## src/source/lsu_pkg.sv

```systemverilog
package lsu_pkg;

    localparam int ROB_SIZE = 32;

    typedef logic [31:0] word_t;
    typedef logic [$clog2(ROB_SIZE)-1:0] rob_num_t;
    typedef logic [16:0] offset_t;
    typedef logic [3:0] strb_t;

    // loads first, stores last
    typedef enum logic [2:0] {
        OP_LB,
        OP_LBU,
        OP_LH,
        OP_LHU,
        OP_LW,
        OP_SB,
        OP_SH,
        OP_SW
    } mem_op_e;

    typedef enum logic [1:0] {
        EXC_NONE,
        EXC_LOAD_ADDR,
        EXC_STORE_ADDR
    } exc_code_e;

endpackage

```

## src/source/cache_pkg.sv

```systemverilog
package cache_pkg;

    localparam int DCACHE_SETS = 64;
    localparam int DCACHE_WAYS = 2;

    // one-word lines, so the index sits right above the byte offset
    localparam int INDEX_LSB = 2;
    localparam int TAG_LSB   = 8;

    // slots the memory grants at reset
    localparam int MEM_CREDITS = 4;

    typedef logic [$clog2(DCACHE_SETS)-1:0] index_t;
    typedef logic [31-TAG_LSB:0] tag_t;
    typedef logic [DCACHE_WAYS-1:0] way_sel_t;   // one-hot
    typedef logic [2:0] credit_cnt_t;

endpackage

```

## src/source/lsu_ctrl.sv

```systemverilog
`timescale 1ns/10ps

module lsu_ctrl (
    input  logic                clk,
    input  logic                resetn,
    input  logic                iss_valid,
    input  logic                mem_valid,
    input  lsu_pkg::mem_op_e    mem_op,
    input  logic                mem_misaligned,
    input  cache_pkg::way_sel_t hit_way,
    input  cache_pkg::way_sel_t victim_way,
    input  logic                mem_credit,
    input  logic                mem_rvalid,
    output logic                issue_busy,
    output logic                advance,
    output logic                mem_req_valid,
    output logic                mem_req_write,
    output logic                fill_en,
    output cache_pkg::way_sel_t fill_way,
    output logic                store_hit_en,
    output logic                lru_touch,
    output logic                wb_take,
    output logic                wb_use_fill,
    output logic                wb_is_store
);

    typedef enum logic [1:0] {
        IDLE,
        MISS_REQ,
        MISS_WAIT,
        FILL_WRITE
    } state_e;

    state_e                 state;
    state_e                 state_nxt;
    cache_pkg::credit_cnt_t credits;
    logic                   have_credit;
    logic                   is_store;
    logic                   hit;
    logic                   checked;     // aligned item in mem stage, not yet in a miss
    logic                   load_hit;
    logic                   store_req;
    logic                   read_req;
    logic                   complete;

    assign is_store    = mem_op inside {lsu_pkg::OP_SB, lsu_pkg::OP_SH, lsu_pkg::OP_SW};
    assign hit         = |hit_way;
    assign have_credit = credits != '0;
    assign checked     = (state == IDLE) && mem_valid && !mem_misaligned;

    assign load_hit  = checked && !is_store && hit;
    assign store_req = checked && is_store && have_credit;
    assign read_req  = (state == MISS_REQ) && have_credit;

    // mem stage retires this cycle
    always_comb begin
        case (state)
            IDLE:       complete = mem_valid && (mem_misaligned || load_hit || store_req);
            FILL_WRITE: complete = 1'b1;
            default:    complete = 1'b0;
        endcase
    end

    assign advance    = !mem_valid || complete;
    assign issue_busy = iss_valid && !advance;

    assign mem_req_valid = store_req || read_req;
    assign mem_req_write = store_req;

    assign fill_en      = (state == MISS_WAIT) && mem_rvalid;
    assign fill_way     = victim_way;    // set is untouched during a miss
    assign store_hit_en = store_req && hit;    // write-through, no allocate
    assign lru_touch    = load_hit || (store_req && hit);

    assign wb_take     = complete;
    assign wb_use_fill = state == FILL_WRITE;
    assign wb_is_store = is_store;

    always_comb begin
        state_nxt = state;
        case (state)
            IDLE: begin
                if (checked && !is_store && !hit)
                    state_nxt = MISS_REQ;
            end
            MISS_REQ: begin
                if (have_credit)
                    state_nxt = MISS_WAIT;
            end
            MISS_WAIT: begin
                if (mem_rvalid)
                    state_nxt = FILL_WRITE;
            end
            default: state_nxt = IDLE;
        endcase
    end

    always_ff @(posedge clk) begin
        if (!resetn) begin
            state   <= IDLE;
            credits <= cache_pkg::credit_cnt_t'(cache_pkg::MEM_CREDITS);
        end else begin
            state   <= state_nxt;
            credits <= credits + cache_pkg::credit_cnt_t'(mem_credit)
                     - cache_pkg::credit_cnt_t'(mem_req_valid);
        end
    end

endmodule

```

## config.mk

```make
export PLATFORM = sky130hd
export DESIGN_NAME = lsu_ctrl
export DESIGN_NICKNAME = d
export VERILOG_FILES = /design/src/source/lsu_pkg.sv /design/src/source/cache_pkg.sv /design/src/source/lsu_ctrl.sv
export SDC_FILE = /design/constraint.sdc
export NUM_CORES = 1
export LEC_CHECK = 0
export ABC_AREA = 1
export BUFFER_PORTS_ARGS = -buffer_cell sky130_fd_sc_hd__buf_2
export CAP_MARGIN = 0
export CORE_AREA = 4 4 41 43
export DETAILED_ROUTE_END_ITERATION = 6
export DIE_AREA = 0 0 45 47
export PLACE_DENSITY = 0.75
export SYNTH_ARGS = -nofsm -noshare
export SYNTH_HDL_FRONTEND = slang
export SYNTH_SLANG_ARGS = --single-unit
```

## constraint.sdc

```tcl
create_clock -name clk -period 3.5 [get_ports clk]
set_clock_uncertainty 0.2 [all_clocks]
set_input_delay 0.7 -clock clk [delete_from_list [all_inputs] [get_ports clk]]
set_output_delay 0.7 -clock clk [all_outputs]
set_load 0.01 [all_outputs]
```

---- Yosys cells after proc, flatten, opt, wreduce, memory -nomap -nowiden ----
Cells that the tools add are included.
storage, ports and cells
  flip-flop bits (word level) ............. 5
  latch bits .............................. 0
  memory bits (writable) .................. 0
  memory bits (read-only) ................. 0
  bits of input ports ..................... 14
  output and inout port bits .............. 12
  logic and storage cells ................. 45
  memories kept ........................... 0
operators by class
  $add $sub $neg .......................... 2
  multiply operators ...................... 0
  div/mod/pow operators ................... 0
  $lt $le $gt $ge ......................... 0
  equal/unequal tests ..................... 9
  shifts and indexed selects .............. 0
  muxes and demuxes ....................... 5
  bitwise operators ....................... 0
  reductions and logical operators ........ 27
operator list
  cell                  number
  $logic_and A1 B1 Y1   12
  $eq A3 B3 Y1 const B  3
  $mux W2               3
  $pmux W2 S3           1
  $reduce_bool A3 Y1    2
  $logic_not A1 Y1      5
  $logic_or A1 B1 Y1    5
  $eq A2 B2 Y1 const B  2
  $ne A2 B2 Y1 const B  2
  $add A3 B1 Y3         1
  $reduce_and A3 Y1     1
  $sub A3 B1 Y3         1
  $eq A2 B1 Y1 const B  1
  $logic_not A2 Y1      1
  $ne A2 B1 Y1 const B  1
  $pmux W1 S2           1
  $reduce_or A2 Y1      1

---- Longest topological paths before layout ----
  word-level depth ........................ 12
  depth in mapped cells ................... 13
  mapped depth without buffers ............ 13

---- Worst setup path after synthesis ----
Ideal clock, no wire load.
  path type ............................... input-to-reg
  start ................................... in mem_op[2]
  end ..................................... reg credits[2]
  setup time .............................. 62 ps
  arrival ................................. 2635 ps
  data required time ...................... 3238 ps
  setup slack ............................. 604 ps
  cell stages on the path ................. 13
  path buffers ............................ 0
  cells stage by stage .................... inv_1 -> nor2_1 -> nand2_1 -> nor3_2 -> inv_1 -> nand2_1 -> ha_1 -> inv_1 -> ha_1 -> inv_1 -> fa_1 -> or2_2 -> nand3_1
on the way
  cells in the longest elaborated chain, start to end .. 6
  elaborated cells on any way between the ends .. 8
  those cells by class .................... add/sub: 1; eq/ne: 3; reduce/logical: 4
ends and longest elaborated chain
  element                                line             RTL
  start, declared                        lsu_ctrl.sv:8    input lsu_pkg::mem_op_e mem_op,
  $eq A3 B3 Y1                           lsu_ctrl.sv:46   assign is_store = mem_op inside {lsu_pkg::OP_SB, lsu_pkg::OP_SH, lsu_pkg::OP_SW};
  $reduce_bool A3 Y1 (*)                 lsu_ctrl.sv:46
  via wb_is_store                        lsu_ctrl.sv:24   output logic wb_is_store
  $logic_and A1 B1 Y1 (*) (2 in series)  lsu_ctrl.sv:52   assign store_req = checked && is_store && have_credit;
  via mem_req_write                      lsu_ctrl.sv:17   output logic mem_req_write,
  $logic_or A1 B1 Y1 (*)                 lsu_ctrl.sv:67   assign mem_req_valid = store_req || read_req;
  via mem_req_valid                      lsu_ctrl.sv:16   output logic mem_req_valid,
  $sub A3 B1 Y3 (*)                      lsu_ctrl.sv:105  - cache_pkg::credit_cnt_t'(mem_req_valid);
  end signal, assigned                   lsu_ctrl.sv:101  credits <= cache_pkg::credit_cnt_t'(cache_pkg::MEM_CREDITS);
  end signal, assigned                   lsu_ctrl.sv:104  credits <= credits + cache_pkg::credit_cnt_t'(mem_credit)
  end, declared                          lsu_ctrl.sv:36   cache_pkg::credit_cnt_t credits;
The timed path passes the listed nets; every way through them passes the cells marked *.
A chain may end at the register's enable or synchronous reset.

---- Final worst setup path ----
  start ................................... reg state[0]
  end ..................................... out issue_busy
on the way
  cells in the longest elaborated chain, start to end .. 12
  elaborated cells on any way between the ends .. 15
  those cells by class .................... eq/ne: 1; mux: 1; reduce/logical: 13
ends and longest elaborated chain
  element                            line                            RTL
  start, declared                    lsu_ctrl.sv:34                  state_e state;
  start signal, assigned             lsu_ctrl.sv:103                 state <= state_nxt;
  $logic_not A2 Y1                   lsu_ctrl.sv:49, lsu_ctrl.sv:57
  $logic_and A1 B1 Y1 (2 in series)  lsu_ctrl.sv:49                  assign checked = (state == IDLE) && mem_valid && !mem_misaligned;
  $logic_and A1 B1 Y1 (2 in series)  lsu_ctrl.sv:51                  assign load_hit = checked && !is_store && hit;
  $logic_or A1 B1 Y1 (2 in series)   lsu_ctrl.sv:58                  IDLE: complete = mem_valid && (mem_misaligned || load_hit || store_req);
  $logic_and A1 B1 Y1                lsu_ctrl.sv:58
  $pmux W1 S2 (*)                    lsu_ctrl.sv:57                  case (state)
  $logic_or A1 B1 Y1 (*)             lsu_ctrl.sv:64                  assign advance = !mem_valid || complete;
  $logic_not A1 Y1 (*)               lsu_ctrl.sv:65                  assign issue_busy = iss_valid && !advance;
  $logic_and A1 B1 Y1 (*)            lsu_ctrl.sv:65
  end, declared                      lsu_ctrl.sv:14                  output logic issue_busy,
Every way passes the cells marked *; elsewhere a longest branch is shown, timed or not.

==> results_dict.tcl <==
set metrics [dict create \
    die_x_um 45 \
    tns_ps 0 \
    cp_slowest_cell "dfxtp_1" \
    core_region_area_um2 1300 \
    ctsResizeCount 0 \
    multi_input_area_um2 297 \
    fillerInstances 140 \
    holdBufCountCts 0 \
    sequentialPowerShare 0.240 \
    internal-power_w 0.000233 \
    vias_per_cell 4.42 \
    synth.distinct_cells 16 \
    r2r_setup_slack_ps 910 \
    drc 0 \
    globalplace.congestion 0.711 \
    clkLatencyLatePin_ps 250 \
    htree_levels 1 \
    clkPwrFrac 0.160 \
    drive_above_1_share 0.289 \
    seq_area_frac_synth 0.209 \
    clkTransAtPathRegs_ps 40 \
    synth-seq-cells 5 \
    cpPeakStageDelay_ps 410 \
    vias 495 \
    yosysTopAreaCellShare 0.209 \
    reg2reg_to "credits[2]$_SDFF_PN1_" \
    pwr-share-comb 0.601 \
    post_cts_buffers 0 \
    grt_setup_unrepaired "no" \
    track_usage 0.103 \
    relSlewSlack 0.832 \
    worstPathMaxFanout 5 \
    syn_avg_cell_area_um2 6.48 \
    cts_buffer_depth 2 \
    postRouteAntennaNets 0 \
    wl_per_cell_um 9.24 \
    setup_viol 0 \
    grt_overflow 0 \
    ys_warn_count 0 \
    antenna_cells 0 \
    cp-end-kind "output pin" \
    hold-path-endpoint "state[1]$_SDFFE_PN0P_" \
    status "finished, final reports clean" \
    antenna_found_initial 0 \
    grt_max_degree 6 \
    startpoint_type "flop" \
    cap_violations 0 \
    synth_nets 96 \
    hold_path_class "flop to flop" \
    worstPathArrival_ps 1840 \
    initial_utilization 0.368 \
    syn-instance-count 74 \
    fp.dieH_um 47 \
    grt_pass1_vias 423 \
    die-area_um2 2120 \
    wirelength_um 1040 \
    dr.pass1.iters 4 \
    worstSetupPathType "flop to output pin" \
    cp.required_ps 2600 \
    port-buffer-count 21 \
    rr_startpoint "state[0]$_SDFFE_PN0P_" \
    synth_area_um2 479 \
    hold_path_depth 2 \
    cts-root-buf "clkbuf_4" \
    drv_slew 0 \
    final_hold_viol_count 0 \
    yosys-top-cells-area "dfxtp_1 21%, ha_1 18%, inv_1 14%, nand2_1 12%, nor2_1 8.6%" \
    power_switching_w 0.000195 \
    synth_top_area_cell "dfxtp_1" \
    final-seq-area_um2 100 \
    leakage_nw 0.386 \
    period_needed_ps 2740 \
    fin_nets 120 \
    numCtsBuffers 3 \
    path_delay_family "simple AND/OR/NAND/NOR gates" \
    dr.first_iter.drc_count 4 \
    min_from "state[1]$_SDFFE_PN0P_" \
    power.density_nw_per_um2 696 \
    finalPower_w 0.000428 \
    crit_buf_inv 2 \
    timing.final.crit_share 0.782 \
    ir_drop_uv 409 \
    crit_path_frequent_cell "nand2_1" \
    syn_to_final_growth_pct 28.2 \
    switching_share 0.455 \
    final_common_cell "buf_2" \
    cts_tree "yes" \
    grt_pass1_wl_um 1590 \
    dp_hpwl_um 908 \
    utilization 0.472 \
    cp_cell_sequence "inv_1, ha_1, nand2_1, nor2_2, nand3_1, nand3_1, nand2_1, nand2_1, nand2_1, nand2_1, nor2_1, buf_2" \
    worstMarginPinSlew_ps 249 \
    fmaxAchievable_ghz 0.366 \
    crit_cells 12 \
    worstRegToRegCells 13 \
    ioPinCount 26 \
    mostFrequentLayoutCells "21 x buf_2, 18 x inv_1, 15 x nand2_1" \
    clock_sinks 5 \
    num_rows 13 \
]
==> registers in the layout (all words and copies together), names as in the netlist <==
signal / cells
credits: 3
state: 2
==> stage by stage <==
stage	cell area, um^2	hold WS [ps]	instances	setup WS [ps]
2_1_floorplan	479	312	74	604
6_report	614	350	112	765
3_3_place_gp	588	335	108	749
3_5_place_dp	588	350	108	644
4_1_cts	614	357	112	758
5_1_grt	614	380	112	599
==> logic make-up after synthesis <==
kind of cell / Yosys count / synth area share
and+or+nand+nor: 35 / 0.316
adders and majority gates: 8 / 0.225
AOI/OAI and AO/OA: 5 / 0.0600
buffers and inverters: 20 / 0.172
DFF: 5 / 0.209
xor gates and xnor gates: 1 / 0.0183
==> layout make-up <==
cell class                 instances  share of cell area
multi-input combinational         49               0.483
timing repair buffer              21               0.171
clock buffer                       4              0.0428
sequential                         5               0.163
tap                               15              0.0305
inverter                          18               0.110
==> worst min-delay path, delay by kind of cell, from the launching register on <==
family           cells  cell delay (ps)
DFF                  1              340
and+or+nand+nor      2              160
==> cell usage after synthesis, drive strengths merged <==
cell and instances:
fa 1, or2 2, buf 2, nand3 5, inv 18, xnor2 1, nor3 1, o21ai 4
nor2 12, nand2 15, dfxtp 5, a21oi 1, ha 7
==> power groups by stage <==
stage / logic, W / registers [W] / clock network (W)
after global placement: 0.000248 / 0.000103 / 0
after global routing: 0.000297 / 0.000107 / 0.0000783
after detailed placement: 0.000260 / 0.000104 / 0
after floorplan: 0.000193 / 0.0000990 / 0
after CTS: 0.000262 / 0.000103 / 0.0000704
final: 0.000257 / 0.000103 / 0.0000683
==> how the worst max path moves through the flow <==
stage                                       end             startpoint  slack, ps
after floorplan           credits[2]$_SDFF_PN1_              mem_op[2]        600
after global routing                 issue_busy  state[0]$_SDFFE_PN0P_        600
after global placement    credits[2]$_SDFF_PN1_              mem_op[2]        750
final                                issue_busy  state[0]$_SDFFE_PN0P_        760
after CTS                            issue_busy  state[0]$_SDFFE_PN0P_        760
after detailed placement  credits[2]$_SDFF_PN1_              mem_op[2]        640
==> per-layer routing <==
layer,global-route usage,wire length (um)
met1,0.105,394
met2,0.192,516
met3,0.0498,124
met4,0.0175,0
met5,0,0
Power figures use the tool's default switching activity.
