File: src/source/lsu_pkg.sv
package lsu_pkg;

    localparam int ROB_SIZE = 32;

    typedef logic [31:0] word_t;
    typedef logic [$clog2(ROB_SIZE)-1:0] rob_num_t;
    typedef logic [16:0] offset_t;
    typedef logic [3:0] strb_t;

    // loads first, stores last
    typedef enum logic [2:0] {
        OP_LB,
        OP_LBU,
        OP_LH,
        OP_LHU,
        OP_LW,
        OP_SB,
        OP_SH,
        OP_SW
    } mem_op_e;

    typedef enum logic [1:0] {
        EXC_NONE,
        EXC_LOAD_ADDR,
        EXC_STORE_ADDR
    } exc_code_e;

endpackage

File: src/source/load_result.sv
`timescale 1ns/10ps

module load_result (
    input  logic               clk,
    input  logic               resetn,
    input  logic               wb_take,
    input  logic               wb_use_fill,
    input  logic               wb_is_store,
    input  lsu_pkg::mem_op_e   mem_op,
    input  lsu_pkg::word_t     mem_addr,
    input  lsu_pkg::rob_num_t  mem_dest,
    input  logic               mem_misaligned,
    input  lsu_pkg::word_t     hit_word,
    input  lsu_pkg::word_t     mem_rdata,
    output logic               wb_valid,
    output logic               wb_wen,
    output lsu_pkg::rob_num_t  wb_num,
    output lsu_pkg::word_t     wb_result,
    output lsu_pkg::word_t     wb_bad_vaddr,
    output lsu_pkg::exc_code_e wb_excode,
    output logic               done_en,
    output lsu_pkg::rob_num_t  done_num
);

    lsu_pkg::word_t fill_q;
    lsu_pkg::word_t src;
    lsu_pkg::word_t ext;
    logic [7:0]     lbyte;
    logic [15:0]    lhalf;

    // read data from the cycle before, which in FILL_WRITE is the fill word
    always_ff @(posedge clk)
        fill_q <= mem_rdata;

    assign src   = wb_use_fill ? fill_q : hit_word;
    assign lbyte = src[{mem_addr[1:0], 3'b000} +: 8];
    assign lhalf = mem_addr[1] ? src[31:16] : src[15:0];

    always_comb begin
        case (mem_op)
            lsu_pkg::OP_LB:  ext = {{24{lbyte[7]}}, lbyte};
            lsu_pkg::OP_LBU: ext = {24'b0, lbyte};
            lsu_pkg::OP_LH:  ext = {{16{lhalf[15]}}, lhalf};
            lsu_pkg::OP_LHU: ext = {16'b0, lhalf};
            default:         ext = src;
        endcase
    end

    always_ff @(posedge clk) begin
        if (!resetn) begin
            wb_valid <= 1'b0;
            wb_wen   <= 1'b0;
            done_en  <= 1'b0;
        end else begin
            wb_valid <= wb_take && (!wb_is_store || mem_misaligned);
            wb_wen   <= wb_take && !wb_is_store && !mem_misaligned;
            done_en  <= wb_take && wb_is_store && !mem_misaligned;
        end
    end

    always_ff @(posedge clk) begin
        if (wb_take) begin
            wb_num       <= mem_dest;
            wb_result    <= ext;
            wb_bad_vaddr <= mem_addr;
            if (!mem_misaligned)
                wb_excode <= lsu_pkg::EXC_NONE;
            else
                wb_excode <= wb_is_store ? lsu_pkg::EXC_STORE_ADDR : lsu_pkg::EXC_LOAD_ADDR;
        end
    end

    assign done_num = wb_num;    // one register serves both ports

endmodule

File: config.mk
export PLATFORM = sky130hd
export DESIGN_NAME = load_result
export DESIGN_NICKNAME = d
export VERILOG_FILES = /design/src/source/lsu_pkg.sv /design/src/source/load_result.sv
export SDC_FILE = /design/constraint.sdc
export NUM_CORES = 1
export LEC_CHECK = 0
export BUFFER_PORTS_ARGS = -buffer_cell sky130_fd_sc_hd__buf_4
export CAP_MARGIN = 20
export CORE_ASPECT_RATIO = 0.8
export CORE_MARGIN = 2
export CORE_UTILIZATION = 51
export CTS_BUF_LIST = sky130_fd_sc_hd__clkbuf_8
export CTS_CLUSTER_DIAMETER = 50
export DETAILED_ROUTE_END_ITERATION = 6
export GPL_TIMING_DRIVEN = 0
export HOLD_SLACK_MARGIN = 0.15
export MAX_ROUTING_LAYER = met4
export PLACE_DENSITY_LB_ADDON = 0.1
export SLEW_MARGIN = 20
export SYNTH_ARGS = -nofsm -noshare
export SYNTH_HDL_FRONTEND = slang
export SYNTH_SLANG_ARGS = --single-unit
File: constraint.sdc
create_clock -name clk -period 5.2 [get_ports clk]
set_input_delay 0.52 -clock clk [delete_from_list [all_inputs] [get_ports clk]]
set_output_delay 0.52 -clock clk [all_outputs]
set_load 0.01 [all_outputs]
Yosys cells after proc, flatten, opt, wreduce, memory -nomap -nowiden:

Index checks and enable logic that the tools add are counted.

* bits in registers: 106
* bits in latches: 0
* memory bits (writable): 0
* memory bits (read-only): 0
* bits of input ports: 110
* output and inout bits: 79
* word-level logic and storage cells: 25
* memories kept: 0

* $add $sub $neg: 0
* multiply operators: 0
* divide/modulo/power cells: 0
* order comparisons: 0
* eq/ne operators: 3
* shift-type cells: 1
* multiplexer cells: 4
* bitwise gates (word level): 0
* reduce and logical (&&, ||, !) cells: 9

Operator list (number)
* 32-bit one-hot mux with 4 select lines: 1
* 32-bit 2-to-1 mux: 1
* 32-bit by 6-bit indexed part select with 8-bit output: 1
* 16-bit 2-to-1 mux: 1
* 3-bit by 2-bit equality test with 1-bit output, second input constant: 2
* 1-bit logical AND: 5
* 3-bit by 1-bit equality test with 1-bit output, second input constant: 1
* 3-bit zero test: 1
* 1-bit zero test: 2
* 2-bit 2-to-1 mux: 1
* 1-bit logical OR: 1

Longest topological paths before layout:

Gate-level depths: netlist of the first run.

* depth after elaboration: 3
* mapped depth: 6
* gate-level depth less buffers: 4

Least setup slack after synthesis of the first run:

OpenSTA, ideal clock, no wires.

* path type: input -> register
* from: input wb_use_fill
* to: register wb_result[15] (data pin)
* library setup time: 261 ps
* arrival: 1851 ps
* data required time: 4939 ps
* path slack: 3088 ps
* stages: 5
* path buffers: 1
* cell sequence: buf_6 mux4_2 and3b_4 a31o_4 a311o_1

* word-level cells in the longest chain between the ends: 3
* elaborated cells between the ends (all ways): 4
* those cells by class: shift (1); mux (3)

Ends and longest elaborated chain
* start, declared: line load_result.sv:7 `input logic wb_use_fill,`
* 32-bit 2-to-1 mux (*): line load_result.sv:35 `assign src = wb_use_fill ? fill_q : hit_word;`
* 32-bit by 6-bit indexed part select with 8-bit output or 16-bit 2-to-1 mux (tied branches): line load_result.sv:36, load_result.sv:37
* 32-bit one-hot mux with 4 select lines (*): line load_result.sv:40 `case (mem_op)`
* net ext[15]: line load_result.sv:27 `lsu_pkg::word_t ext;`
* end signal, assigned: line load_result.sv:64 `wb_result <= ext;`
* end, declared: line load_result.sv:18 `output lsu_pkg::word_t wb_result,`

Mark *: on every way through the listed nets, which the timed path passes. The rest lies on a longest branch.
A chain may end at the register's enable or synchronous reset.

Worst setup path after layout of the first run:

* from: input mem_addr[1]
* to: register wb_result[24] (data pin)

* word-level cells in the longest chain between the ends: 2
* elaborated cells between the ends (all ways): 3
* those cells by class: shift (1); mux (2)

Ends and longest elaborated chain
* start, declared: line load_result.sv:10 `input lsu_pkg::word_t mem_addr,`
* 32-bit by 6-bit indexed part select with 8-bit output or 16-bit 2-to-1 mux (tied branches): line load_result.sv:36, load_result.sv:37
* 32-bit one-hot mux with 4 select lines (*): line load_result.sv:40
* net ext[24]: line load_result.sv:27

Marked as above.

==> reports/qor.csv, run 1 <==
metric;value;unit
status;complete, no violations;
slew_headroom;38.5;%
firstDrtPassIters;6;
clkPwrFrac;28.8;%
holdWs;0.252;ns
cp-end-kind;register;
post-cts-setup-buffer-count;0;
max-vdd-ir-drop;247;uV
cp_data_required_time;5.30;ns
cts_resized;0;
synth_largest_area_cell;edfxtp_1;
fmax;469;MHz
avgSynthCellArea;15.7;um2
seq_power_share;55.6;%
nets;555;
hold_buffers;0;
areaGrowthSynthToFinish;44.7;%
netlist_instances;247;
hold_end;fill_q[12];
cts_tree;built;
worst_pin_slew;0.922;ns
p_int;1.34;mW
setup_tns;0;ns
vias;2879;
drv_cap;0;
wl_per_cell;17.1;um
wl;9520;um
grt_pass1_wl;13400;um
slew_violations;0;
grt_setup_unrepaired;false;
r2r_start;fill_q[23];
r2r_slack;3.28;ns
die_area;8330;um2
leakage;2.50;nW
die_height;82.0;um
htree_levels;3;
syn_nets;357;
grt-ovfl-total;0;
final_cell_area;5620;um2
routabilityCongestion;0.829;
synth_area_leaders;edfxtp_1 55%, dfxtp_1 18%, mux2i_1 8.0%;
path_class;in -> reg;
cts_inserted_buffers;9;
core_area;7390;um2
crit_start;mem_addr[1];
clkLatencyLatePin;0.36;ns
dp_hpwl;6980;um
regToRegEndpoint;wb_result[24];
ant_nets;0;
pin_count;189;
combPwrFrac;15.6;%
rows;28;
yosysSeqAreaShare;73.0;%
fin_crit_sh;41.0;%
cp_slowest_stage_delay;0.40;ns
insertedDiodeCount;0;
r2r_cells;5;
netlist.area_leader.share;54.9;%
viasPerCell;5.19;
ys_ff_latch;106;
worstPathCellList;buf_4 > clkbuf_1 > mux4_2 > and3b_4 > a21o_1 > buf_2 > o21bai_1;
port-buffer-count;187;
clk_pin_slew;0.10;ns
cts_buffer_depth;2;
antenna_found_initial;0;
fin_skew;0.00592;ns
arrival;2.24;ns
grt_pass1_vias;2705;
drive_above_1_share;48.7;%
hp-class;in -> reg;
cp_slowest_cell;mux4_2;
fin_ws;3.07;ns
power_switching;0.425;mW
period_needed;2.13;ns
hp-start;mem_rdata[12];
placed_area;5420;um2
finalHoldViolCount;0;
start_util;52.5;%
dp_slack;2.73;ns
ys_types;34;
die_x;102;um
cts_sinks;106;
cts_root_buf;clkbuf_8;
grt_usage;22.5;%
yosys_warnings;0;
drt_iter0_markers;217;
setup_viol;0;
drc;0;
switching_share;24.0;%
power_density;315;nW/um2
crit_path_max_fanout;10;
whs_path_depth;1;
grt_max_degree;73;
syn-cell-area;3880;um2
worstSetupStartpointType;input pin;
-- state kept, by name, indices dropped and copies added (netlist names) --
name,count
wb_result,32
wb_wen,1
fill_q,32
done_num,5
wb_bad_vaddr,32
wb_excode,2
wb_valid,1
done_en,1
-- area by class of cell --
| cell class | count | area [um2] |
|---|---|---|
| clock inverters | 7 | 75.1 |
| well taps | 105 | 131 |
| clock buffers | 9 | 124 |
| plain buffers | 18 | 98.8 |
| flip-flops and latches | 106 | 2830 |
| inverters | 4 | 15.0 |
| multi-input cells | 119 | 935 |
| repair buffers | 187 | 1400 |
| fillers | 494 | 1780 |
-- critical path, delay by kind of cell --
kind | cells | cell delay [ns]
AND/OR/NAND/NOR | 1 | 0.21
multiplexers | 1 | 0.40
buffers and inverters | 3 | 0.68
AO/OA/AOI/OAI | 2 | 0.41
-- per-layer routing --
layer | vias up | track usage [%] | wire length (um)
met2 | 151 | 35.8 | 4850
met5 | - | - | 0
met1 | 1384 | 27.9 | 3800
li1 | 1335 | - | -
met3 | 9 | 6.89 | 798
met4 | 0 | 7.16 | 68
-- power groups by stage --
stage / Clock, mW / Sequential [mW] / Combinational, mW
2_1_floorplan: 0 / 1.03 / 0.0811
3_3_place_gp: 0 / 1.00 / 0.270
3_5_place_dp: 0 / 1.00 / 0.275
4_1_cts: 0.520 / 0.984 / 0.277
5_1_grt: 0.550 / 0.989 / 0.295
6_report: 0.510 / 0.984 / 0.276
-- synthesized netlist by cell type (all sizes together) --
cell     n
edfxtp  71
dfxtp   35
mux2i   31
o21bai  14
buf     11
a21oi   10
nor2     9
o22ai    8
a22oi    7
clkbuf   7
a211o    6
nand2    5
a21o     3
a221o    3
inv      3
nand3    3
nor3     3
and3     2
and3b    2
mux2     2
mux4     2
nor3b    2
a211oi   1
a311o    1
a31o     1
and2     1
clkinv   1
nand2b   1
nor2b    1
or3b     1
-- cell families after synthesis --
| group | after synthesis | share of synthesized area, % |
|---|---|---|
| compound gates | 54 | 10.3 |
| buf+inv | 22 | 2.93 |
| flops | 106 | 73.0 |
| mux | 35 | 9.74 |
| simple gates | 30 | 4.09 |
-- how the worst max path moves through the flow --
stage	end	slack (ns)
2_1_floorplan	wb_result[15]	3.09
3_3_place_gp	wb_result[26]	2.73
3_5_place_dp	wb_result[24]	2.73
4_1_cts	wb_result[21]	3.11
5_1_grt	wb_result[21]	3.01
6_report	wb_result[24]	3.07
-- cells in the final DEF (no fill, tap or decap), types with 3 or more instances in the layout --
master,synthesis,routed
buf_4,5,192
nand2_1,5,5
a221o_1,3,3
dfxtp_1,35,35
a22oi_1,7,7
edfxtp_1,71,71
nor2_1,9,9
buf_2,4,4
nor3_1,3,3
a211o_1,6,6
mux2i_1,31,31
o21bai_1,14,14
clkbuf_1,7,7
o22ai_1,8,8
inv_1,3,3
nand3_1,3,3
a21o_1,3,3
clkbuf_8,0,9
a21oi_1,10,10
-- stage by stage --
step                std cells  total power, mW  utilization [%]
finish                    555             1.77             76.0
global route              555             1.83             76.0
CTS                       555             1.78             76.0
detailed placement        539             1.28             73.3
global placement          539             1.27             73.3
floorplan                 247             1.11                -
Power figures use the tool's default switching activity.
==> inputs of run 2 (changes only) <==
- CORE_UTILIZATION: 51 -> 43
- clock period: 5.2 -> 1.9 ns (I/O delays scaled with it)
==> run 2 against run 1 <==
Core utilization decreased by 1.5 points. Die area grew 18%. Clock skew increased by 0.0061 ns. Via count is 9.3% higher. Count of clock-buffer cells in the layout unchanged. Register-to-register slack lost 3.2 ns. Global-route usage increased by 0.20 points.
==> reports/qor.csv, run 2 (synthesized netlist as in run 1, its figures left out) <==
metric;value;unit;change
status;complete, no violations;;unchanged
grt_usage;22.7;%;was 22.5%
max-vdd-ir-drop;718;uV;was 247 uV
cts_sinks;106;;unchanged
clkLatencyLatePin;0.38;ns;was 0.36 ns
cp_data_required_time;2.03;ns;was 5.30 ns
vias;3148;;was 2879
firstDrtPassIters;4;;was 6
slew_headroom;38.6;%;was 38.5%
die_height;89.0;um;was 82.0 um
final_cell_area;6430;um2;was 5620 um2
worstSetupStartpointType;register;;was input pin
setup_viol;0;;unchanged
r2r_slack;0.06;ns;was 3.28 ns
cts_inserted_buffers;9;;unchanged
rows;30;;was 28
power_density;825;nW/um2;was 315 nW/um2
drc;0;;unchanged
cts_buffer_depth;2;;unchanged
die_x;110;um;was 102 um
worst_pin_slew;0.921;ns;was 0.922 ns
grt_setup_unrepaired;false;;unchanged
period_needed;1.84;ns;
grt_pass1_vias;3233;;was 2705
largestRegisters;fill_q: 32 flops, wb_bad_vaddr: 32 flops, wb_result: 32 flops;;unchanged
cp-end-kind;register;;unchanged
setup_tns;0;ns;unchanged
hp-start;hit_word[23];;was mem_rdata[12]
mostFrequentLayoutCells;193 x buf_4, 74 x dlygate4sd3_1, 71 x edfxtp_1;;was 192 x buf_4, 71 x edfxtp_1, 35 x dfxtp_1
cp_slowest_cell;mux4_2;;unchanged
fin_crit_sh;96.8;%;
leakage;2.85;nW;was 2.50 nW
regToRegEndpoint;wb_result[15];;was wb_result[24]
viasPerCell;4.96;;was 5.19
nets;629;;was 555
slew_violations;0;;unchanged
arrival;1.97;ns;was 2.24 ns
fill_cells;583;;was 494
clk_pin_slew;0.09;ns;was 0.10 ns
port-buffer-count;187;;unchanged
wl_per_cell;16.7;um;was 17.1 um
dp_hpwl;7070;um;was 6980 um
wl;10600;um;was 9520 um
drv_cap;0;;unchanged
start_util;45.0;%;was 52.5%
worstPathCellList;mux4_2 > and3b_4 > a31o_4 > a311o_1;;was buf_4 > clkbuf_1 > mux4_2 > and3b_4 > a21o_1 > buf_2 > o21bai_1
path_class;reg -> reg;;was in -> reg
grt_pass1_wl;15800;um;was 13400 um
fmax;544;MHz;
ant_nets;0;;unchanged
insertedDiodeCount;0;;unchanged
whs_path_depth;3;;was 1
placed_area;5430;um2;was 5420 um2
crit_path_max_fanout;8;;was 10
r2r_cells;4;;was 5
cts_root_buf;clkbuf_8;;unchanged
final_common_cell;buf_4;;unchanged
hp-class;in -> reg;;unchanged
r2r_start;fill_q[23];;unchanged
grt-ovfl-total;0;;unchanged
crit_buf_inv;0;;was 3
pin_count;189;;unchanged
core_area;8630;um2;was 7390 um2
holdWs;0.186;ns;was 0.252 ns
hold_end;wb_result[23];;was fill_q[12]
htree_levels;3;;unchanged
cts_tree;built;;unchanged
cp_slowest_stage_delay;0.49;ns;was 0.40 ns
drive_above_1_share;42.1;%;was 48.7%
grt_max_degree;73;;unchanged
cp_top_family;compound AO/OA/AOI/OAI gates;;was buffers and inverters
fin_skew;0.0120;ns;was 0.00592 ns
finalHoldViolCount;0;;unchanged
final_core_util;74.5;%;was 76.0%
drt_iter0_markers;191;;was 217
areaGrowthSynthToFinish;65.7;%;was 44.7%
die_area;9810;um2;was 8330 um2
routabilityCongestion;0.802;;was 0.829
antenna_found_initial;0;;unchanged
## run 2: power breakdown
group | internal [mW] | switching [mW] | total (mW)
registers | 2.65 | 0.0502 | 2.70
clock network | 0.996 | 0.726 | 1.72
logic | 0.517 | 0.368 | 0.885
## run 2: metrics by stage
| stage | std cells | power [mW] | setup WS, ns |
|---|---|---|---|
| finish | 635 | 5.30 | 0.0608 |
| global route | 635 | 5.51 | 0.00821 |
| CTS | 635 | 5.34 | 0.00263 |
| detailed placement | 546 | 3.50 | -0.309 |
| global placement | 546 | 3.49 | -0.287 |
| floorplan | 247 | 3.03 | 0.118 |
## run 2: repair_timing
item / CTS / global route
hold endpoints to repair: 74 / 0
endpoints found under the setup margin: 0 / 10
hold buffers: 74 / 0
buffers inserted: 0 / 0
gates resized for setup: 0 / 4
## run 2: metal layers
metal,vias up,routed length [um],share of wire [%],global-route usage [%]
met5,-,0,0,-
met4,0,196,1.8,7.27
met3,18,795,7.5,5.76
met2,140,5340,50,37.4
met1,1507,4300,40,27.8
li1,1483,-,-,-
## run 2: how the worst max path moves through the flow
stage / endpoint / cells past startpoint / startpoint / slack, ns
after floorplan: wb_result[15] / 5 / wb_use_fill / 0.12
after global placement: wb_result[31] / 7 / mem_addr[1] / -0.29
after detailed placement: wb_result[24] / 7 / mem_addr[1] / -0.31
after CTS: wb_result[30] / 5 / fill_q[23] / 0.003
after global routing: wb_result[15] / 4 / fill_q[23] / 0.008
final: wb_result[15] / 4 / fill_q[23] / 0.06
## run 2: worst register-to-register path, cell delays in order (launching register included)
cell,delay [ns]
dfxtp_1,0.32
mux4_2,0.49
and3b_4,0.22
a31o_4,0.24
a311o_1,0.33
## run 2: final cells by class
type	count	area (um2)	share of cell area, %
clock buffer	9	124	1.93
tap	112	140	2.18
inverter	4	15.0	0.234
multi-input combinational	119	942	14.7
sequential	106	2830	44.1
buffer	18	101	1.58
clock inverter	6	130	2.02
timing repair buffer	261	2140	33.4
