==> src/source/lsu_pkg.sv <==
package lsu_pkg;

    localparam int ROB_SIZE = 32;

    typedef logic [31:0] word_t;
    typedef logic [$clog2(ROB_SIZE)-1:0] rob_num_t;
    typedef logic [16:0] offset_t;
    typedef logic [3:0] strb_t;

    // loads first, stores last
    typedef enum logic [2:0] {
        OP_LB,
        OP_LBU,
        OP_LH,
        OP_LHU,
        OP_LW,
        OP_SB,
        OP_SH,
        OP_SW
    } mem_op_e;

    typedef enum logic [1:0] {
        EXC_NONE,
        EXC_LOAD_ADDR,
        EXC_STORE_ADDR
    } exc_code_e;

endpackage

==> src/source/lsu_agu.sv <==
`timescale 1ns/10ps

module lsu_agu (
    input  logic              clk,
    input  logic              resetn,
    input  logic              advance,
    input  logic              sel_valid,
    input  lsu_pkg::mem_op_e  sel_op,
    input  lsu_pkg::word_t    sel_base,
    input  lsu_pkg::offset_t  sel_offset,
    input  lsu_pkg::word_t    sel_store_data,
    input  lsu_pkg::rob_num_t sel_dest,
    output logic              iss_valid,
    output logic              mem_valid,
    output lsu_pkg::mem_op_e  mem_op,
    output lsu_pkg::word_t    mem_addr,
    output lsu_pkg::word_t    mem_wdata,
    output lsu_pkg::strb_t    mem_wstrb,
    output lsu_pkg::rob_num_t mem_dest,
    output logic              mem_misaligned
);

    lsu_pkg::mem_op_e  iss_op;
    lsu_pkg::word_t    iss_base;
    lsu_pkg::offset_t  iss_offset;
    lsu_pkg::word_t    iss_data;
    lsu_pkg::rob_num_t iss_dest;
    lsu_pkg::word_t    addr;
    lsu_pkg::word_t    wdata;
    lsu_pkg::strb_t    wstrb;
    logic              misaligned;
    logic              iss_load;

    // takes a new item whenever the slot is free or draining
    assign iss_load = !iss_valid || advance;

    always_ff @(posedge clk) begin
        if (!resetn) begin
            iss_valid <= 1'b0;
            mem_valid <= 1'b0;
        end else begin
            if (iss_load)
                iss_valid <= sel_valid;
            if (advance)
                mem_valid <= iss_valid;
        end
    end

    always_ff @(posedge clk) begin
        if (iss_load) begin
            iss_op     <= sel_op;
            iss_base   <= sel_base;
            iss_offset <= sel_offset;
            iss_data   <= sel_store_data;
            iss_dest   <= sel_dest;
        end
        if (advance) begin
            mem_op         <= iss_op;
            mem_addr       <= addr;
            mem_wdata      <= wdata;
            mem_wstrb      <= wstrb;
            mem_dest       <= iss_dest;
            mem_misaligned <= misaligned;
        end
    end

    assign addr = iss_base + {{15{iss_offset[16]}}, iss_offset};

    // store lanes and strobe, plus alignment check
    always_comb begin
        wdata      = iss_data;
        wstrb      = 4'b0000;
        misaligned = 1'b0;
        case (iss_op)
            lsu_pkg::OP_SB: begin
                wdata = iss_data << {addr[1:0], 3'b000};
                wstrb = 4'b0001 << addr[1:0];
            end
            lsu_pkg::OP_SH: begin
                wdata      = addr[1] ? {iss_data[15:0], 16'b0} : iss_data;
                wstrb      = addr[1] ? 4'b1100 : 4'b0011;
                misaligned = addr[0];
            end
            lsu_pkg::OP_SW: begin
                wstrb      = 4'b1111;
                misaligned = |addr[1:0];
            end
            lsu_pkg::OP_LH, lsu_pkg::OP_LHU: misaligned = addr[0];
            lsu_pkg::OP_LW:                  misaligned = |addr[1:0];
            default: ;
        endcase
    end

endmodule

==> config.mk <==
export PLATFORM = sky130hd
export DESIGN_NAME = lsu_agu
export DESIGN_NICKNAME = d
export VERILOG_FILES = /design/src/source/lsu_pkg.sv /design/src/source/lsu_agu.sv
export SDC_FILE = /design/constraint.sdc
export NUM_CORES = 1
export LEC_CHECK = 0
export CELL_PAD_IN_SITES_DETAIL_PLACEMENT = 0
export CELL_PAD_IN_SITES_GLOBAL_PLACEMENT = 1
export CORE_MARGIN = 5
export CORE_UTILIZATION = 40
export CTS_CLUSTER_DIAMETER = 40
export DETAILED_ROUTE_END_ITERATION = 8
export DONT_BUFFER_PORTS = 1
export GPL_ROUTABILITY_DRIVEN = 0
export PLACE_DENSITY = 0.63
export SYNTH_ARGS = -nofsm -noshare
export SYNTH_HDL_FRONTEND = slang
export SYNTH_SLANG_ARGS = --single-unit
==> constraint.sdc <==
create_clock -name clk -period 7.71 [get_ports clk]
set_input_delay 0.3855 -clock clk [delete_from_list [all_inputs] [get_ports clk]]
set_output_delay 0.3855 -clock clk [all_outputs]
set_load 0.03 [all_outputs]
**Word-level counts from Yosys, hierarchy flattened**

Cells that the tools add are included.

- Register bits after elaboration: 168
- Output and inout port bits: 79
- Bits of input ports: 93

- Muxes and demuxes: 5
- Reduce and logical (&&, ||, !) cells: 5
- Eq/ne operators: 6
- Add/subtract/negate cells: 1
- Shift operators: 2

Operator list:

| cell | number |
|---|---|
| 32-bit case mux with 2 select lines | 1 |
| 32-bit adder | 1 |
| 32-bit two-way mux | 1 |
| 32-bit by 5-bit << shifter with 32-bit output | 1 |
| 3-bit == test (second input constant) | 4 |
| 4-bit case mux with 3 select lines | 1 |
| 3-bit by 2-bit == test with 1-bit output (second input constant) | 2 |
| 4-bit two-way mux | 1 |
| 2-bit OR reduction | 2 |
| 1-bit by 2-bit << shifter with 4-bit output (first input constant) | 1 |
| 3-bit OR reduction | 1 |
| 1-bit case mux with 2 select lines | 1 |
| 1-bit zero test | 1 |
| 1-bit logical OR | 1 |

**Logic depth before layout (Yosys ltp)**

Gate-level depths: netlist of the first run.

- Depth in word-level cells: 3
- Gate-level depth with buffers: 11
- Depth with buffers taken out: 10

**Worst setup path before layout of the first run**

No wires, ideal clock.

- Path type: in2reg
- Start: in advance
- End: reg iss_valid
- Stages on the path: 2
- Required time: 7461 ps
- Path buffers: 0
- Path slack: 4612 ps
- Arrival: 2849 ps
- Path through: nand2b_1 a21boi_0

- Word-level cells in the longest chain between the ends: 1

RTL lines:

| item | line | text |
|---|---|---|
| start, declared | lsu_agu.sv:6 | `input logic advance,` |
| 1-bit logical OR | lsu_agu.sv:35 | `assign iss_load = !iss_valid \|\| advance;` |
| end signal, assigned | lsu_agu.sv:43 | `iss_valid <= sel_valid;` |
| end, declared | lsu_agu.sv:13 | `output logic iss_valid,` |

No other way between the ends.
A chain may end at the register's enable or synchronous reset.

**Worst setup path in the final report of the first run**

- Start: reg iss_base[0]
- End: reg mem_wdata[17] (data pin)

- Word-level cells in the longest chain between the ends: 3

RTL lines:

| item | line | text |
|---|---|---|
| start, declared | lsu_agu.sv:24 | `lsu_pkg::word_t iss_base;` |
| start signal, assigned | lsu_agu.sv:52 | `iss_base <= sel_base;` |
| 32-bit adder (*) | lsu_agu.sv:67 | `assign addr = iss_base + {{15{iss_offset[16]}}, iss_offset};` |
| via addr[1] | lsu_agu.sv:28 | `lsu_pkg::word_t addr;` |
| 32-bit by 5-bit << shifter with 32-bit output / 32-bit two-way mux (equally long branches) | lsu_agu.sv:76, lsu_agu.sv:80 |  |
| 32-bit case mux with 2 select lines (*) | lsu_agu.sv:74 | `case (iss_op)` |
| via wdata[17] | lsu_agu.sv:29 | `lsu_pkg::word_t wdata;` |
| end signal, assigned | lsu_agu.sv:60 | `mem_wdata <= wdata;` |
| end, declared | lsu_agu.sv:17 | `output lsu_pkg::word_t mem_wdata,` |

Mark *: on every way through the listed nets, which the timed path passes. The rest lies on a longest branch.

==> results of run 1 <==
## stage by stage
step | power (mW) | instance area [sq um] | cells | setup slack, ns
CTS | 2.448 | 8364 | 812 | 4.531
detailed placement | 1.572 | 7757 | 780 | 4.561
floorplan | 1.488 | 7547 | 570 | 4.612
finish | 2.423 | 8369 | 812 | 4.574
global placement | 1.568 | 7757 | 780 | 4.610
global route | 2.533 | 8369 | 812 | 4.393
## per-layer routing
layer	up-vias	GRT usage	share of wire
met3	13	0.04318	0.046
met1	2155	0.1840	0.41
met4	2	0.03308	0.0093
li1	2136	-	-
met2	149	0.2767	0.53
met5	-	0	0.00066
## cells by family (layout without fill, tap and decap cells)
family | Yosys count | in the layout | synth area share
compound gates | 151 | 151 | 0.1275
buf+inv | 40 | 48 | 0.02089
flops | 168 | 168 | 0.6658
simple gates | 140 | 140 | 0.08521
fa+ha+maj | 32 | 32 | 0.05404
xor+xnor | 31 | 31 | 0.03597
mux | 8 | 8 | 0.01061
## worst max-delay path by stage
stage                      from             to  slack [ns]
global placement    iss_base[0]  mem_wdata[31]        4.61
CTS                 iss_base[0]  mem_wdata[29]        4.53
finish              iss_base[0]  mem_wdata[17]        4.57
floorplan               advance      iss_valid        4.61
detailed placement  iss_base[0]  mem_wdata[29]        4.56
global route        iss_base[0]  mem_wdata[18]        4.39
## state kept, by name, indices dropped and copies added, names as in the netlist
name and count:
iss_offset 17, iss_valid 1, iss_op 3, iss_dest 5, mem_wstrb 4, mem_wdata 32
mem_addr 32, mem_dest 5, mem_valid 1, iss_data 32, mem_op 3, iss_base 32
mem_misaligned 1
## cell usage after synthesis (6+ instances only)
cell type  count
mux2i_1        8
a21o_1        12
a211oi_1      10
edfxtp_1     166
clkbuf_1      17
nor3_1         9
and2_1         9
buf_2          6
nand3_1        7
nand2_1       34
a22o_1         8
a21oi_1       51
o21bai_1       7
nor2_1        54
xnor2_1       16
xor2_1        15
o21ai_0       31
ha_1          31
inv_1         14
a31oi_1        6
nand4_1       10
## power breakdown
part           total, mW  internal (mW)  switching [mW]
Clock              0.872          0.510           0.362
Sequential          1.27           1.12           0.147
Combinational      0.284          0.109           0.175
Total               2.42           1.74           0.683
## area by class of cell
class | instances | share of cell area
inverters | 14 | 0.006279
multi-input cells | 362 | 0.2840
clock inverters | 11 | 0.01630
well taps | 234 | 0.03498
clock buffers | 21 | 0.05621
flip-flops and latches | 168 | 0.6004
repair buffers | 2 | 0.001794
## worst reg2reg max path: stages, from the launching register on
cell	delay, ns
edfxtp_1	0.37
ha_1	0.22
inv_1	0.07
fa_1	0.40
buf_4	0.24
inv_1	0.20
nand2_1	0.11
nor2_1	0.11
o21ai_0	0.08
buf_4	0.21
a31oi_1	0.65
nor2_1	0.12
nor3_1	0.19
==> metrics, run 1 <==
commonest non-fill, non-tap cell in the layout=edfxtp_1; Worst path depth=12; MaxCap Viol Count=0; FF-to-FF path depth=12; YS warnings=0; hold_sp=sel_base[5]; R2R setup slack=4.57 ns; max-slew violations=0; Slew HR=0.1894; Post-Syn Nets=695; Hold Buf Count CTS=0; Critical Path RT=7.96 ns; Sequential cell area=5025 sq um; area delta synth->final=10.89%; crit path DAT=3.39 ns; most area-hungry cell type in the Yosys netlist=edfxtp_1; layout cell share with drive strength beyond 1=0.06920; # setup viols final=0; initial antenna violation count=1; nets@finish=690; sequential fraction of the synthesis area=0.6658; post-layout util=0.4489; top cells by area, synth=edfxtp_1 (66%), ha_1 (5.1%), a21oi_1 (3.4%); clock-pin slew on the worst setup and hold paths=0.07 ns; Via-to-Cell Ratio=5.486; hold slack=0.05452 ns; Starting Density=0.4048; CTS tree=yes; global-route wire length before repair=25720 um; synthesized instance count=570; multi-input logic area=2377 sq um; crit-path cells=ha_1 > inv_1 > fa_1 > buf_4 > inv_1 > nand2_1 > nor2_1 > o21ai_0 > buf_4 > a31oi_1 > nor2_1 > nor3_1; Hold Crit Class=in -> reg; Congestion Overflow GR=0; Die Ht=147.4 um; CTS Buffer Depth=2; drt wl/cell=20.50 um; critical path's slowest cell=a31oi_1; post-DP HPWL=11470 um; Worst Skew=0.009171 ns; most frequent cells in the layout=edfxtp_1 (166), nor2_1 (54), a21oi_1 (51), nand2_1 (34); later-pin clock latency in the skew report=0.42 ns; DRT iter0 DRCs=295; clk sinks=168; LEAKAGE=3.114 nW; DR pass1 iterations=5; Setup crit end kind=register; Yosys top cell area share=0.6605; Die Span X=147.4 um; WP buf/inv=4; async set-reset flop share out of synthesis=0; startpoint types=register; root buffer cell=clkbuf_16; Core Rows=50; crit path kind=reg -> reg; WHS Path Cells=0; post-route setup TNS=0 ns; Tightest Pin Transition=1.216 ns; ANT cells=0; Yosys cell types=51; Cell Area, Synth=7547 sq um; Max Freq=318.9 MHz; Post-route DRC=0; vias in the first global route=4544; number of buffers added on ports=0; Post-synth EDFFs=166; CORE AREA=18640 sq um; reg2reg start=iss_base[0]; largest net degree at the start of global routing=91; Hold EP=iss_base[5]; final wirelength=16640 um; post-route clock period utilization=0.4067; slowest stage delay, CP=0.64 ns; top_reg_cell synth=edfxtp_1; GRT Total Usage=0.1537; Post-Syn Area per Cell=13.24 sq um; worst-path fanout max=23; DR vias=4455; CP delay by family, top=buffers and inverters; worst vdd ir=0.0001419 V; PD cells=289.5 nW/um^2; die area=21720 sq um; CTS resizes=0; status=complete, no violations; Post-DRT Antenna Nets=0; crit path time final=3.136 ns; setup repair bufs after CTS=0; r2r endpoint=mem_wdata[17]; Num CTS Buffers=17; CTS H-tree lvls=4; Ports=172; Layout fillers=1710; register bit total from synthesis=168; RSZ-0062 raised after global routing=false; Hold Violations, Final=0
Note: power is estimated with default switching activity, not from simulation.
==> inputs of run 2 (changes only) <==
clock period = 3 ns   (was 7.71 ns; I/O delays follow)
==> run 2 against run 1 <==
Fmax is 13% higher. Core utilization is 5.3 points higher. Clock skew is 0.0039 ns higher. Critical endpoint is now mem_addr[31]. Critical path type unchanged. Largest power group unchanged. Non-clock buffer count is 99 higher. Worst hold slack better by 0.10 ns. Sequential power grew to 2.6 times the previous value. Largest cell class unchanged. First-iteration DRC count is 26% higher. Via count is 9.3% higher. Sequential share of layout area is 6.3 points lower. Power grew to 2.6 times the previous value.
==> metrics, run 2 (synthesis results as in run 1) <==
clock-pin slew on the worst setup and hold paths=0.07 ns (about the same); Core Rows=50 (unchanged); P_int=4.453 mW (was 1.739 mW); Hold Violations, Final=0 (unchanged); Die Span X=147.4 um (unchanged); later-pin clock latency in the skew report=0.43 ns (was 0.42 ns); Comb power frac=0.137 (was 0.117); root buffer cell=clkbuf_16 (unchanged); crit path time final=2.777 ns (was 3.136 ns); crit path from=iss_offset[16] (was iss_base[0]); Num CTS Buffers=17 (unchanged); post-DP HPWL=11860 um (was 11470 um); layout cell share with drive strength beyond 1=0.06942 (was 0.06920); power share of the sequential group=0.516 (was 0.523); Setup crit end kind=register (unchanged); Post-route DRC=0 (unchanged); clock power share=0.347 (was 0.360); Layout fillers=1616 (was 1710); DRT iter0 DRCs=373 (was 295); R2R setup slack=0.22 ns (was 4.57 ns); crit-path cells=ha_1 > nand4_1 > nor2_1 > nand2_1 > a21oi_1 > a31oi_1 > o2111a_1 > a211o_1 (was ha_1 > inv_1 > fa_1 > buf_4 > inv_1 > nand2_1 > nor2_1 > o21ai_0 > buf_4 > a31oi_1 > nor2_1 > nor3_1); CORE AREA=18640 sq um (unchanged); Tightest Pin Transition=1.233 ns (was 1.216 ns); largest net degree at the start of global routing=79 (was 91); commonest non-fill, non-tap cell in the layout=edfxtp_1 (unchanged); DP Worst Slack=0.2332 ns (was 4.561 ns); max-slew violations=0 (unchanged); Die Ht=147.4 um (unchanged); LEAKAGE=3.538 nW (was 3.114 nW); slowest stage delay, CP=0.55 ns (was 0.64 ns); post-route clock period utilization=0.9256 (was 0.4067); CTS Buffer Depth=2 (unchanged); Via-to-Cell Ratio=5.340 (was 5.486); area delta synth->final=23.99% (was 10.89%); Post-DRT Antenna Nets=0 (unchanged); GRT Total Usage=0.1591 (was 0.1537); Congestion Overflow GR=0 (unchanged); startpoint types=register (unchanged); Worst Skew=0.01305 ns (was 0.009171 ns); clk sinks=168 (unchanged); nets@finish=789 (was 690); PD cells=674.1 nW/um^2 (was 289.5 nW/um^2); Slew HR=0.1766 (was 0.1894); global-route wire length before repair=26550 um (was 25720 um); critical path's slowest cell=edfxtp_1 (was a31oi_1); CTS tree=yes (unchanged); status=complete, no violations (unchanged); drt wl/cell=18.97 um (was 20.50 um); worst vdd ir=0.0003704 V (was 0.0001419 V); Hold Crit Class=in -> reg (unchanged); Final WS setup=0.2232 ns (was 4.574 ns); MaxCap Viol Count=0 (unchanged); Starting Density=0.4048 (unchanged); number of buffers added on ports=0 (unchanged); die area=21720 sq um (unchanged); most frequent cells in the layout=edfxtp_1 (166), dlygate4sd3_1 (92), nor2_1 (54), a21oi_1 (51), nand2_1 (34) (was edfxtp_1 (166), nor2_1 (54), a21oi_1 (51), nand2_1 (34)); initial antenna violation count=2 (was 1); RSZ-0062 raised after global routing=false (unchanged); final wirelength=17300 um (was 16640 um); worst-path fanout max=11 (was 23); FF-to-FF path depth=8 (was 12); DR vias=4870 (was 4455); r2r endpoint=mem_addr[31] (was mem_wdata[17]); post-route setup TNS=0 ns (unchanged); setup repair bufs after CTS=0 (unchanged); switching power=1.854 mW (was 0.6834 mW); crit path kind=reg -> reg (unchanged); DR pass1 iterations=4 (was 5); Critical Path RT=3.18 ns (was 7.96 ns); Max Freq=360.1 MHz (was 318.9 MHz); critical path endpoint=mem_addr[31] (was mem_wdata[17]); crit path DAT=2.96 ns (was 3.39 ns); # setup viols final=0 (unchanged); hold_sp=advance (was sel_base[5]); CTS H-tree lvls=4 (unchanged); Sw Share=0.2940 (was 0.2821); reg2reg start=iss_offset[16] (was iss_base[0]); vias in the first global route=4914 (was 4544); Ports=172 (unchanged)
run 2: cell types whose count changed in the layout (fill, tap and decap cells not counted), sizes merged:
cell / change
inv: +5
diode: +1
buf: +7
clkinv: -2
dlygate4sd3: +92
bufinv: -1
clkbuf: -3
clkinvlp: +1
run 2: final cells by class:
cell class              count  area [sq um]  share of cell area
diodes                      1         2.502           0.0002674
repair buffers            101          1021              0.1091
multi-input cells         362          2372              0.2535
clock buffers              18         439.2             0.04693
inverters                  14         52.55            0.005616
flip-flops and latches    168          5025              0.5370
clock inverters            14         152.6             0.01631
well taps                 234         292.8             0.03129
run 2: how the worst min path moves through the flow:
stage	cells after the start	to	slack, ns
3_3_place_gp	0	iss_base[15]	0.25
5_1_grt	1	mem_wdata[6]	0.16
3_5_place_dp	0	iss_base[4]	0.25
4_1_cts	1	mem_wdata[5]	0.17
2_1_floorplan	0	iss_base[0]	0.25
6_report	1	mem_wdata[5]	0.16
run 2: power groups by stage:
stage,Clock [mW],Combinational [mW],Sequential (mW)
2_1_floorplan,0,0.571,3.25
3_3_place_gp,0,0.733,3.31
3_5_place_dp,0,0.737,3.31
4_1_cts,2.25,0.867,3.26
5_1_grt,2.36,0.962,3.27
6_report,2.19,0.866,3.25
run 2: critical path: cells and delay by family, from the launching register on:
kind | cells | cell delay, ns
simple gates | 3 | 0.52
fa+ha+maj | 1 | 0.49
compound gates | 4 | 0.99
flops | 1 | 0.55
run 2: per-layer routing:
metal  vias up  routed length, um  global-route usage
met5         -                  8                   0
met4         2                210             0.05219
met3        16                833             0.04102
met2       163               9275              0.2855
met1      2345               6971              0.1859
li1       2344                  -                   -
run 2: through the flow:
stage	utilization	std cells	area [sq um]	hold slack [ns]	power, mW
finish	0.5019	912	9358	0.1571	6.308
global route	0.5019	912	9358	0.1630	6.593
CTS	0.5018	911	9355	0.1673	6.375
detailed placement	0.4192	786	7815	0.2489	4.050
global placement	0.4192	786	7815	0.2489	4.041
floorplan	-	570	7550	0.2489	3.822
run 2: timing repair:
action / 4_1_cts / 5_1_grt
endpoints found under the hold margin: 168 / 0
resized for setup: 0 / 0
hold buffers: 93 / 0
==> inputs of run 3 (changes only) <==
==> constraint.sdc (replaced) <==
create_clock -name clk -period 3 [get_ports clk]
set_input_delay 0.3 -clock clk [delete_from_list [all_inputs] [get_ports clk]]
set_output_delay 0.3 -clock clk [all_outputs]
set_load 0.03 [all_outputs]
==> run 3 against run 2 <==
Non-clock buffer count shrank 1. Clock skew is essentially flat. Critical path depth grew 2. Via count shrank 0.51%. Sequential share of layout area grew 0.057 points. Combinational power shrank 0.5%. Core utilization shrank 0.054 points. Count of clock-buffer cells in the layout is the same. Largest power group unchanged.
==> metrics, run 3 (synthesis results as in run 1) <==
status=complete, no violations (unchanged); MaxCap Viol Count=0 (unchanged); crit path DAT=2.96 ns (about the same); Die Span X=147.4 um (unchanged); RSZ-0062 raised after global routing=false (unchanged); Tightest Pin Transition=1.212 ns (was 1.233 ns); crit-path cells=ha_1 > inv_1 > fa_1 > inv_1 > a21o_1 > a211oi_2 > o31ai_1 > a31oi_1 > o21ai_0 > xor2_1 (was ha_1 > nand4_1 > nor2_1 > nand2_1 > a21oi_1 > a31oi_1 > o2111a_1 > a211o_1); clock power share=0.347 (about the same); layout cell share with drive strength beyond 1=0.06953 (was 0.06942); crit path time final=2.781 ns (was 2.777 ns); P_int=4.453 mW (about the same); # setup viols final=0 (unchanged); post-DP HPWL=11860 um (unchanged); multi-input logic area=2372 sq um (unchanged); most frequent cells in the layout=edfxtp_1 (166), dlygate4sd3_1 (91), nor2_1 (54), a21oi_1 (51), nand2_1 (34) (was edfxtp_1 (166), dlygate4sd3_1 (92), nor2_1 (54), a21oi_1 (51), nand2_1 (34)); startpoint types=register (unchanged); area delta synth->final=23.86% (was 23.99%); critical path's slowest cell=o31ai_1 (was edfxtp_1); Post-route DRC=0 (unchanged); power share of the sequential group=0.516 (about the same); DRT iter0 DRCs=336 (was 373); CP most frequent cell=inv_1; nets@finish=788 (was 789); CORE AREA=18640 sq um (unchanged); worst vdd ir=0.0003707 V (was 0.0003704 V); clock-pin slew on the worst setup and hold paths=0.07 ns (about the same); Via-to-Cell Ratio=5.318 (was 5.340); largest net degree at the start of global routing=78 (was 79); Comb power frac=0.137 (about the same); hold_sp=resetn (was advance); Sw Share=0.2938 (was 0.2940); commonest non-fill, non-tap cell in the layout=edfxtp_1 (unchanged); post-route setup TNS=0 ns (unchanged); crit path kind=reg -> reg (unchanged); Hold Violations, Final=0 (unchanged); Post-DRT Antenna Nets=0 (unchanged); drt wl/cell=18.94 um (was 18.97 um); Critical Path RT=3.18 ns (about the same); post-route clock period utilization=0.9270 (was 0.9256); WP buf/inv=2 (was 0); critical path endpoint=mem_addr[28] (was mem_addr[31]); Congestion Overflow GR=0 (unchanged); LEAKAGE=3.532 nW (was 3.538 nW); vias in the first global route=4898 (was 4914); root buffer cell=clkbuf_16 (unchanged); Core Rows=50 (unchanged); Hold Crit Class=in -> reg (unchanged); initial antenna violation count=2 (unchanged); slowest stage delay, CP=0.61 ns (was 0.55 ns); R2R setup slack=0.22 ns (about the same); DR vias=4845 (was 4870); crit path from=iss_base[0] (was iss_offset[16]); hold slack=0.03892 ns (was 0.1571 ns); CTS tree=yes (unchanged); Sequential cell area=5025 sq um (unchanged); final wirelength=17260 um (was 17300 um); Num CTS Buffers=17 (unchanged); CTS Buffer Depth=2 (unchanged); Total Power=6.305 mW (was 6.308 mW); later-pin clock latency in the skew report=0.43 ns (about the same); worst-path fanout max=4 (was 11); PD cells=674.5 nW/um^2 (was 674.1 nW/um^2); switching power=1.852 mW (was 1.854 mW); Starting Density=0.4048 (unchanged); Setup crit end kind=register (unchanged); CP delay by family, top=compound AO/OA/AOI/OAI gates (unchanged); clk sinks=168 (unchanged); CTS H-tree lvls=4 (unchanged); FF-to-FF path depth=10 (was 8); die area=21720 sq um (unchanged); Worst Skew=0.01296 ns (was 0.01305 ns); reg2reg start=iss_base[0] (was iss_offset[16]); r2r endpoint=mem_addr[28] (was mem_addr[31]); Worst path depth=10 (was 8); setup repair bufs after CTS=0 (unchanged); max-slew violations=0 (unchanged); global-route wire length before repair=26450 um (was 26550 um); DR pass1 iterations=4 (unchanged); GRT Total Usage=0.1583 (was 0.1591); Ports=172 (unchanged); Die Ht=147.4 um (unchanged); Slew HR=0.1903 (was 0.1766); Max Freq=359.6 MHz (was 360.1 MHz); number of buffers added on ports=0 (unchanged); Layout fillers=1618 (was 1616)
run 3: worst register-to-register path, cell delays in order, from the launching register on:
cell and delay (ns):
edfxtp_1 0.34, ha_1 0.17, inv_1 0.06, fa_1 0.40
inv_1 0.07, a21o_1 0.14, a211oi_2 0.12, o31ai_1 0.61
a31oi_1 0.28, o21ai_0 0.25, xor2_1 0.10
run 3: metrics by stage:
stage	area [sq um]	cells	setup slack, ns	util
CTS	9335	909	0.2241	0.5007
finish	9348	911	0.2189	0.5014
global placement	7815	786	0.2815	0.4192
floorplan	7550	570	0.4677	-
global route	9348	911	0.01001	0.5014
detailed placement	7815	786	0.2332	0.4192
run 3: layout make-up:
type,count,area share
multi-input cells,362,0.2538
well taps,234,0.03132
clock buffers,18,0.04698
inverters,14,0.005622
diodes,1,0.0002677
repair buffers,100,0.1082
flip-flops and latches,168,0.5375
clock inverters,14,0.01633
run 3: repair_timing:
item                      CTS  global route
hold buffers               91             1
hold endpoints to repair  167             1
gates resized for setup     0             0
run 3: routing by layer:
metal,vias up,share of wire,track usage
met3,16,0.056,0.04102
met4,2,0.012,0.05219
met5,-,0.00046,0
li1,2341,-,-
met2,166,0.53,0.2839
met1,2320,0.40,0.1849
run 3: worst min path at each step:
stage	end	slack [ns]	cells past startpoint
floorplan	iss_base[0]	0.40	0
global placement	iss_base[15]	0.40	0
detailed placement	iss_base[4]	0.40	0
CTS	iss_valid	0.002	1
global route	mem_valid	0.03	1
finish	mem_valid	0.04	1
run 3: power by group through the flow:
stage               logic, mW  clock network (mW)  registers [mW]
floorplan               0.571                   0            3.25
global placement        0.733                   0            3.31
detailed placement      0.737                   0            3.31
CTS                     0.864                2.25            3.26
global route            0.960                2.36            3.27
finish                  0.862                2.19            3.25
